**config.mk**
```make
export PLATFORM = sky130hd
export DESIGN_NAME = agu_cfg_regs
export DESIGN_NICKNAME = d
export VERILOG_FILES = /design/src/logic/agu_pkg.sv /design/src/logic/agu_cfg_regs.sv
export SDC_FILE = /design/constraint.sdc
export NUM_CORES = 1
export LEC_CHECK = 0
export BUFFER_PORTS_ARGS = -buffer_cell sky130_fd_sc_hd__buf_2
export CORE_UTILIZATION = 44
export CTS_BUF_LIST = sky130_fd_sc_hd__clkbuf_4 sky130_fd_sc_hd__clkbuf_8 sky130_fd_sc_hd__clkbuf_16
export DETAILED_ROUTE_END_ITERATION = 12
export PLACE_DENSITY = 0.75
export SYNTH_ARGS = -nofsm -noshare
export SYNTH_HDL_FRONTEND = slang
export SYNTH_SLANG_ARGS = --single-unit
```
**constraint.sdc**
```tcl
create_clock -name clk -period 1.5 [get_ports clk]
set_input_delay 0.15 -clock clk [delete_from_list [all_inputs] [get_ports clk]]
set_output_delay 0.15 -clock clk [all_outputs]
set_load 0.005 [all_outputs]
```
**src/logic/agu_pkg.sv**
```systemverilog
`default_nettype none

package agu_pkg;

   // address and iteration count width
   localparam int addr_w = 10;

   // period, duty and delay fields
   localparam int period_w = 6;

   // host config field select
   typedef enum logic [2:0] {
      fld_start      = 3'd0,
      fld_iterations = 3'd1,
      fld_period     = 3'd2,
      fld_duty       = 3'd3,
      fld_delay      = 3'd4,
      fld_incr       = 3'd5,   // signed
      fld_shift      = 3'd6    // signed
   } cfg_field_t;

endpackage

`default_nettype wire

```
**src/logic/agu_cfg_regs.sv**
```systemverilog
`default_nettype none

module agu_cfg_regs #(
   parameter int n_lanes = 4,
   localparam int lane_w = (n_lanes > 1) ? $clog2(n_lanes) : 1
) (
   input  logic                                          clk,
   input  logic                                          rst,

   input  logic                                          cfg_wr,
   input  logic [lane_w-1:0]                             cfg_lane,
   input  agu_pkg::cfg_field_t                           cfg_field,
   input  logic [agu_pkg::addr_w-1:0]                    cfg_data,

   input  logic                                          ctl_init,
   input  logic                                          ctl_run,
   input  logic [n_lanes-1:0]                            ctl_mask,

   output logic [n_lanes-1:0][agu_pkg::addr_w-1:0]       start,
   output logic [n_lanes-1:0][agu_pkg::addr_w-1:0]       iterations,
   output logic [n_lanes-1:0][agu_pkg::period_w-1:0]     period,
   output logic [n_lanes-1:0][agu_pkg::period_w-1:0]     duty,
   output logic [n_lanes-1:0][agu_pkg::period_w-1:0]     delay,
   output logic [n_lanes-1:0][agu_pkg::addr_w-1:0]       incr,
   output logic [n_lanes-1:0][agu_pkg::addr_w-1:0]       shift,
   output logic [n_lanes-1:0]                            init,
   output logic [n_lanes-1:0]                            run
);
   import agu_pkg::*;

   logic [period_w-1:0] cfg_short;

   assign cfg_short = cfg_data[period_w-1:0];   // period-sized fields

   // field registers, one set per lane
   always_ff @(posedge clk) begin
      for (int l = 0; l < n_lanes; l++) begin
         if (cfg_wr && cfg_lane == l) begin
            case (cfg_field)
               fld_start:      start[l] <= cfg_data;
               fld_iterations: iterations[l] <= cfg_data;
               fld_period:     period[l] <= cfg_short;
               fld_duty:       duty[l] <= cfg_short;
               fld_delay:      delay[l] <= cfg_short;
               fld_incr:       incr[l] <= cfg_data;
               fld_shift:      shift[l] <= cfg_data;
               default: ;
            endcase
         end
      end
   end

   // control strobes become one-cycle per-lane pulses
   always_ff @(posedge clk) begin
      if (rst) begin
         init <= '0;
         run <= '0;
      end else begin
         init <= {n_lanes{ctl_init}} & ctl_mask;
         run <= {n_lanes{ctl_run}} & ctl_mask;
      end
   end

   a_cfg_lane_range: assert property (
      @(posedge clk) disable iff (rst)
      cfg_wr |-> (cfg_lane < n_lanes)
   ) else $error("config write to lane %0d, only %0d lanes", cfg_lane, n_lanes);

endmodule

`default_nettype wire

```
==> run metrics <==
status=finished with violations; failing checks=design-rule violations; clock buffer depth=3; worst-margin pin slew=0.5120 ns; met2 Use GR=35.13%; met1 Use GR=26.03%; DRC errors left=2; Hold Path Origin=cfg_data[2]; Rel. slew slack=about two thirds; Synth Net Count=314; Via density=4.709; Max FO, Critical Path=4; first-pass GRT wire length=~26000 um; Register Area=between 7000 and 8000 um2; GRT met3 Usage=4.360%; Die Span Y=131.6 um; antenna cells=0; WL/cell=around 21 um; combinational cell fraction of total power=2.9%; CTS root buffer=clkbuf_16; Cell Rows=47; switch share=18.56%; layout cell share with drive strength beyond 1=between 50% and 60%; Num Clock Sinks=240; vias in the first global route=around 4200; via count=4092; Final Hold Viols=0; synthesized flop and latch total=240; fillers=1204; Synth Warn #=0; Hold Path Class=input port to flop; post-CTS setup buffer count=0; core area=roughly 16000 um2; Max Cap Viol=0; number of port buffers=263; clock share of power=44.2%; CP Data Arrival Time=1.73 ns; die width=between 100 and 150 um; I/O pin total=264; Yosys cell types=12; largest net degree at the start of global routing=17; area taken by multi-input logic gates=260.3 um2; Pre-antenna DRT Iters=8; leak pwr=between 4 and 5 nW; GRT busiest layer=met2; kind of critical path=input port to flop; worst path required time=1.94 ns; register area share after synthesis=96.43%; Tot Pwr=14.09 mW; nets=655; Worst setup startpoint=rst; min Tclk post-route=1.288 ns; drt total wl=17920 um; syn_area_per_cell=25.49 um2; Flop pwr share=approximately 53%; Worst-path clk slew=0.06 ns; Final setup viols=0; H-tree depth=1; RSZ-0062 raised after global routing=false; Cell Count, Final, Fillers Out=approximately 870; Netlist Area Pre-Place=7391 um2; TritonCTS Buffers=24; placed cells=816; Slew Viols, Final=0; CP Launch Type=input port; TritonCTS clock tree=built; P&R area growth vs syn=39.83%; first-iteration detailed-routing DRC count=around 290; final period utilization=a little under nine tenths; Worst setup EP type=flop; PD cells=1363 nW/um2; Fmax=between 700 and 800 MHz; Overflow after GRT=0; DP HPWL=between 10000 and 15000 um; VDD IR max=0.8388 mV; cell-internal power=11.47 mW; routability cong.=0.7902; die footprint=17320 um2; Hold WS=approximately 0.075 ns; NetSw=~2.6 mW; Final Core Density=62.77%; All-Layer GR Usage=roughly a fifth; Antenna Nets Post-Route=0; initial core utilization=between 40 and 50%; Gate Count Post-Synth=290; initial antenna violation count=0
synth_stat cells:
master	n	area, um2
edfxtp_1	232	6967
nor2_1	28	105.1
and2_1	8	50.05
dfxtp_1	8	160.2
nand4b_1	3	26.28
nand4bb_1	3	33.78
nand2b_1	2	12.51
nor2b_1	2	12.51
clkbuf_1	1	3.750
nand2_1	1	3.750
or2_1	1	6.260
or4b_1	1	10.01
state kept, by name, indices dropped and copies added (netlist names):
signal / flops
delay: 24
incr: 40
start: 40
iterations: 40
run: 4
shift: 40
duty: 24
init: 4
period: 24
what timing repair did:
action / 4_1_cts / 5_1_grt
hold endpoints to repair: 8 / 0
resized for setup: 0 / 0
hold buffers: 9 / 0
worst paths after layout:
path	slack (ns)	endpoint	cells after the start
max	0.21	run[3]	5
min	0.07	delay[2]	1
cell usage in the layout, fill, tap and decap left out:
cell,count
clkinv_2,1
clkbuf_8,3
buf_12,6
or4b_1,1
bufinv_16,4
nand2b_1,2
clkinv_8,2
nor2b_1,2
clkbuf_4,5
nand2_1,1
or2_1,1
buf_2,263
nand4b_1,3
edfxtp_1,232
buf_4,38
clkbuf_16,24
dfxtp_1,8
nor2_1,28
dlygate4sd3_1,9
nand4bb_1,3
clkinv_1,4
and2_1,8
clkinv_4,1
power groups by stage:
stage / combinational, mW / sequential (mW) / clock (mW)
after floorplan: 0.0463 / 7.61 / 0
after global placement: 0.384 / 7.59 / 0
after detailed placement: 0.393 / 7.59 / 0
after CTS: 0.411 / 7.45 / 6.34
after global routing: 0.432 / 7.45 / 6.59
final: 0.406 / 7.45 / 6.23
metrics by stage:
stage                     setup WS [ns]  TNS (ns)  instance area [um2]
after floorplan                -0.09874    -3.820                 7391
after global placement         -0.08396    -2.653                 9384
after detailed placement        -0.1019    -3.463                 9384
after CTS                        0.2721         0                10330
after global routing             0.1393         0                10330
final                            0.2122         0                10330
routing by layer:
layer | vias to the layer above | part of all wire, %
li1 | 1824 | -
met1 | 2007 | 41
met2 | 230 | 50
met3 | 31 | 7.4
met4 | 0 | 1.8
met5 | - | 0
logic make-up after synthesis:
| logic type | after synthesis | share of synthesized area (%) |
|---|---|---|
| buffers and inverters | 1 | 0.05074 |
| AND/OR/NAND/NOR | 49 | 3.521 |
| flip-flops | 240 | 96.43 |
worst max-delay path, cell delays in order:
cell           delay, ns
dlygate4sd3_1       0.53
buf_2               0.13
nor2b_1             0.21
and2_1              0.17
dlygate4sd3_1       0.54
final cells by class:
class                           instances  share of cell area [%]
Sequential cell                       240                   68.96
Tap cell                              220                   2.663
Clock buffer                           32                   6.574
Multi-Input combinational cell         49                   2.518
Clock inverter                         12                   1.755
Timing Repair Buffer                  316                   17.53
Power figures use the tool's default switching activity.
