==> src/logic/agu_pkg.sv <==
`default_nettype none

package agu_pkg;

   // address and iteration count width
   localparam int addr_w = 10;

   // period, duty and delay fields
   localparam int period_w = 6;

   // host config field select
   typedef enum logic [2:0] {
      fld_start      = 3'd0,
      fld_iterations = 3'd1,
      fld_period     = 3'd2,
      fld_duty       = 3'd3,
      fld_delay      = 3'd4,
      fld_incr       = 3'd5,   // signed
      fld_shift      = 3'd6    // signed
   } cfg_field_t;

endpackage

`default_nettype wire

==> src/logic/agu_lane.sv <==
`default_nettype none

module agu_lane (
   input  logic                                 clk,
   input  logic                                 rst,
   input  logic                                 init,
   input  logic                                 run,
   input  logic                                 pause,

   input  logic [agu_pkg::addr_w-1:0]           start,
   input  logic [agu_pkg::addr_w-1:0]           iterations,
   input  logic [agu_pkg::period_w-1:0]         period,
   input  logic [agu_pkg::period_w-1:0]         duty,
   input  logic [agu_pkg::period_w-1:0]         delay,
   input  logic signed [agu_pkg::addr_w-1:0]    incr,
   input  logic signed [agu_pkg::addr_w-1:0]    shift,

   output logic [agu_pkg::addr_w-1:0]           addr,
   output logic                                 mem_en,
   output logic                                 done
);
   import agu_pkg::*;

   typedef enum logic {
      st_idle,
      st_run
   } state_t;

   localparam logic signed [period_w:0] one_s = 1;

   state_t state;

   // position inside the period, negative while the delay runs
   logic signed [period_w:0] per_cnt;
   logic signed [period_w:0] per_inc;
   logic signed [period_w:0] pos_nxt;
   logic signed [period_w:0] pos_first;
   logic signed [period_w:0] period_s;
   logic signed [period_w:0] duty_s;
   logic signed [period_w:0] delay_s;

   logic [addr_w-1:0] iter;        // current period index
   logic [addr_w-1:0] iter_inc;
   logic [addr_w-1:0] step_incr;
   logic [addr_w-1:0] step_shift;

   logic en_q;
   logic per_end;
   logic last;

   function automatic logic in_window(input logic signed [period_w:0] pos,
                                      input logic signed [period_w:0] width);
      return (pos >= 0) && (pos < width);
   endfunction

   assign period_s = signed'({1'b0, period});
   assign duty_s = signed'({1'b0, duty});
   assign delay_s = signed'({1'b0, delay});

   assign per_inc = per_cnt + one_s;
   assign per_end = (per_inc == period_s);          // last cycle of a period
   assign pos_nxt = per_end ? '0 : per_inc;
   assign iter_inc = iter + 1'b1;
   assign last = per_end && (iter_inc == iterations);

   // init and run may land together
   assign pos_first = init ? -delay_s : per_cnt;

   // a held slot is not reissued while paused
   assign mem_en = en_q && !pause;

   always_ff @(posedge clk) begin
      if (rst) begin
         state <= st_idle;
         en_q <= 1'b0;
         done <= 1'b1;
         per_cnt <= '0;
         iter <= '0;
      end else begin
         case (state)
            st_idle: begin
               done <= 1'b1;
               if (init) begin
                  per_cnt <= -delay_s;
                  iter <= '0;
               end
               if (run) begin
                  state <= st_run;
                  done <= 1'b0;
                  en_q <= in_window(pos_first, duty_s);
               end
            end
            st_run: begin
               if (!pause) begin
                  per_cnt <= pos_nxt;
                  en_q <= !last && in_window(pos_nxt, duty_s);
                  if (per_end) iter <= iter_inc;
                  if (last) state <= st_idle;   // done follows a cycle later
               end
            end
            default: state <= st_idle;
         endcase
      end
   end

   assign step_incr = en_q ? incr : '0;
   assign step_shift = per_end ? shift : '0;

   // address accumulator
   always_ff @(posedge clk) begin
      if (state == st_idle) begin
         if (init) addr <= start;
      end else if (!pause) begin
         addr <= addr + step_incr + step_shift;
      end
   end

   a_idle_quiet: assert property (
      @(posedge clk) disable iff (rst)
      (state == st_idle) |-> !mem_en
   ) else $error("mem_en high in idle");

   a_duty_range: assert property (
      @(posedge clk) disable iff (rst)
      (state == st_idle && run) |-> (duty != '0 && duty <= period)
   ) else $error("run with duty %0d, period %0d", duty, period);

endmodule

`default_nettype wire

==> config.mk <==
export PLATFORM = sky130hd
export DESIGN_NAME = agu_lane
export DESIGN_NICKNAME = d
export VERILOG_FILES = /design/src/logic/agu_pkg.sv /design/src/logic/agu_lane.sv
export SDC_FILE = /design/constraint.sdc
export NUM_CORES = 1
export LEC_CHECK = 0
export ABC_AREA = 1
export BUFFER_PORTS_ARGS = -buffer_cell sky130_fd_sc_hd__buf_2
export CORE_MARGIN = 3
export CORE_UTILIZATION = 40
export DETAILED_ROUTE_END_ITERATION = 10
export GPL_ROUTABILITY_DRIVEN = 0
export PLACE_DENSITY_LB_ADDON = 0.05
export SYNTH_ARGS = -nofsm -noshare
export SYNTH_HDL_FRONTEND = slang
export SYNTH_SLANG_ARGS = --single-unit
==> constraint.sdc <==
create_clock -name clk -period 8.91 [get_ports clk]
set_input_delay 0.891 -clock clk [delete_from_list [all_inputs] [get_ports clk]]
set_output_delay 0.891 -clock clk [all_outputs]
set_load 0.01 [all_outputs]
==> results_dict.tcl <==
set metrics [dict create \
    synth_edf_count 10 \
    final_nets 602 \
    cts_tree "yes" \
    netlist_area_um2 2930 \
    crit_slowest_cell "dfxtp_1" \
    grt_usage_pct 18.5 \
    fmax_ghz 0.257 \
    worstSetupEndpointType "flop" \
    syn_inst 437 \
    num_rows 30 \
    grt.met3_usage_pct 3.07 \
    cts_resized 0 \
    yosysSeqAreaShare_pct 23.9 \
    reg2regPathDepth 21 \
    multi_input_area_um2 1910 \
    syn_avg_cell_area_um2 6.70 \
    firstDrtPassIters 5 \
    hold_viol 0 \
    min_path_cells 2 \
    grtUsageMet2_pct 30.2 \
    peakVddDrop_mv 0.0748 \
    crit_chain "ha_1 -> nand2_2 -> inv_2 -> nand3_4 -> xnor2_4 -> nor2_2 -> nand2_4 -> nor2_1 -> fa_1 -> ha_1 -> a21oi_1 -> nand2_1 -> nand2_1 -> nand2_1 -> a21oi_1 -> inv_1 -> a21oi_1 -> nor2_1 -> nor2_1 -> xor2_1 -> o21ai_0" \
    async_flop_share_pct 0 \
    synth_top_family_by_area "simple AND/OR/NAND/NOR gates" \
    cts_max_level 2 \
    drtAntennaViolNets 0 \
    tns_ns 0 \
    synth_top_area_share_pct 17.4 \
    drc_errors 0 \
    layout-drive-gt1-share_pct 20.0 \
    hold_class "reg -> reg" \
    synth_xor_area_share_pct 5.99 \
    holdBufCountCts 0 \
    arrival_ns 3.90 \
    switchingPower_uw 140 \
    synth.area.mux_share_pct 0 \
    dieArea_um2 8380 \
    synthTopCellsByCount "136 x nand2_1, 64 x inv_1, 35 x nor2_1" \
    synth_compound_area_share_pct 10.9 \
    worst-slew-pin-transition_ns 0.586 \
    fin_crit_ns 3.88 \
    wl_um 7420 \
    seq_power_share_pct 40.3 \
    p_total_uw 419 \
    p_comb_share_pct 31.1 \
    synth_fa_ha_area_share_pct 15.4 \
    max_stage_delay_ns 0.50 \
    pwr-share-clk_pct 28.7 \
    synth_top_area_cell "nand2_1" \
    startpoint_type "flop" \
    antenna_found_initial 0 \
    clock_skew_ns 0.00529 \
    crit_fanout 15 \
    synthTopCellsByArea "nand2_1 17%, dfxtp_1 14%, edfxtp_1 10%, ha_1 8.6%, inv_1 8.2%" \
    portBuffers 74 \
    power_density_nw_per_um2 121 \
    dp_hpwl_um 6130 \
    synth_ff_type "dfxtp_1" \
    drt_iter0_drc 158 \
    ys_ff_latch 30 \
    slew_headroom_pct 60.9 \
    clock_sinks 30 \
    synth_nets 530 \
    p_leak_nw 1.82 \
    initial_core_util_pct 42.1 \
    area_growth_pct 18.8 \
    grt-busiest-layer "met2" \
    synth_most_common_cell "nand2_1" \
    cts_setup_buffers 0 \
    run_status "complete, no violations" \
    grt-ovfl-total 0 \
    use_met1_pct 25.7 \
    p_int_uw 279 \
    finalSetupViolations 0 \
    yosys_warnings 0 \
    rsz0062_at_grt "no" \
    yosys.area_share.simple_pct 33.0 \
    antennaDiodeCount 0 \
    drv_slew 0 \
    cts_root_buffer "clkbuf_8" \
    critPathKind "reg -> reg" \
    regArea_um2 701 \
    cap_violations 0 \
    coreArea_um2 6940 \
    wl_per_cell_um 12.2 \
    io_pins 75 \
    grt_start_max_net_pins 28 \
    vias_per_cell 4.77 \
    chipHeight_um 91.5 \
    swShare_pct 33.4 \
    post-route-period-util_pct 43.6 \
    path_clk_slew_ns 0.06 \
    clockBufferDepth 2 \
    synth_cell_types 39 \
    cts_made_buffers 5 \
    vias 2893 \
    clock_latency_ns 0.28 \
    required_ns 8.92 \
    first_global_vias 2795 \
    nFillCells 742 \
    die_w_um 91.5 \
    grt_pass1_wl_um 12700 \
]
## worst paths after layout
check,end,slack [ns],startpoint
worst min register to register,iter[9]$_SDFFE_PP0P_,0.48,iter[9]$_SDFFE_PP0P_
worst min-delay path,iter[9]$_SDFFE_PP0P_,0.48,iter[9]$_SDFFE_PP0P_
worst max-delay path,addr[8]$_DFFE_PP_,5.03,per_cnt[0]$_SDFFE_PP0P_
worst max register to register,addr[8]$_DFFE_PP_,5.03,per_cnt[0]$_SDFFE_PP0P_
## layout make-up
type	count	share of cell area [%]
Clock buffer	7	2.77
Clock inverter	1	0.108
Inverter	72	7.92
Multi-Input combinational cell	326	54.9
Sequential cell	30	20.2
Tap cell	96	3.45
Timing Repair Buffer	74	10.7
## power groups by stage
| stage | clock network, mW | registers [mW] | logic, mW |
|---|---|---|---|
| CTS | 0.123 | 0.169 | 0.132 |
| global route | 0.130 | 0.171 | 0.150 |
| global placement | 0 | 0.172 | 0.131 |
| finish | 0.120 | 0.169 | 0.130 |
| floorplan | 0 | 0.170 | 0.0875 |
| detailed placement | 0 | 0.172 | 0.131 |
## placed cells by master, fill, tap and decap left out, drive strengths merged, types with 10 or more instances in the layout
cell type / Yosys / layout
a21oi: 22 / 22
buf: 4 / 74
dfxtp: 20 / 20
edfxtp: 10 / 10
fa: 10 / 10
ha: 20 / 20
inv: 71 / 71
nand2: 139 / 139
nand3: 32 / 32
nor2: 38 / 38
o21ai: 19 / 19
xor2: 10 / 10
## state kept, by name, summed over array words and instances, names as in the netlist
name,cells
addr,10
iter,10
per_cnt,7
done,1
en_q,1
state,1
## per-layer routing
layer  vias up  share of wire (%)
met4         0               0.97
met1      1278                 50
li1       1540                  -
met3         6                4.9
met5         -                  0
met2        69                 44
## worst max-delay path: cells and delay by family, from the launching register on
family	cells	cell delay, ns
AOI/OAI and AO/OA	4	0.56
xor gates and xnor gates	2	0.32
buffers and inverters	2	0.15
and+or+nand+nor	10	1.02
adders and majority gates	3	1.06
DFF	1	0.50
## kinds of logic after synthesis
| family | count (synthesis) |
|---|---|
| simple gates | 222 |
| buf+inv | 81 |
| fa+ha+maj | 30 |
| xor+xnor | 17 |
| flops | 30 |
| compound gates | 57 |
## stage by stage
stage | hold WS, ns | cell area, um^2 | setup slack [ns] | instances | util [%]
6_report | 0.482 | 3480 | 5.03 | 606 | 50.1
3_5_place_dp | 0.470 | 3380 | 4.91 | 598 | 48.6
4_1_cts | 0.480 | 3480 | 4.99 | 606 | 50.1
2_1_floorplan | 0.451 | 2930 | 5.18 | 437 | -
5_1_grt | 0.501 | 3480 | 4.65 | 606 | 50.1
3_3_place_gp | 0.462 | 3380 | 4.99 | 598 | 48.6
Power figures use the tool's default switching activity.
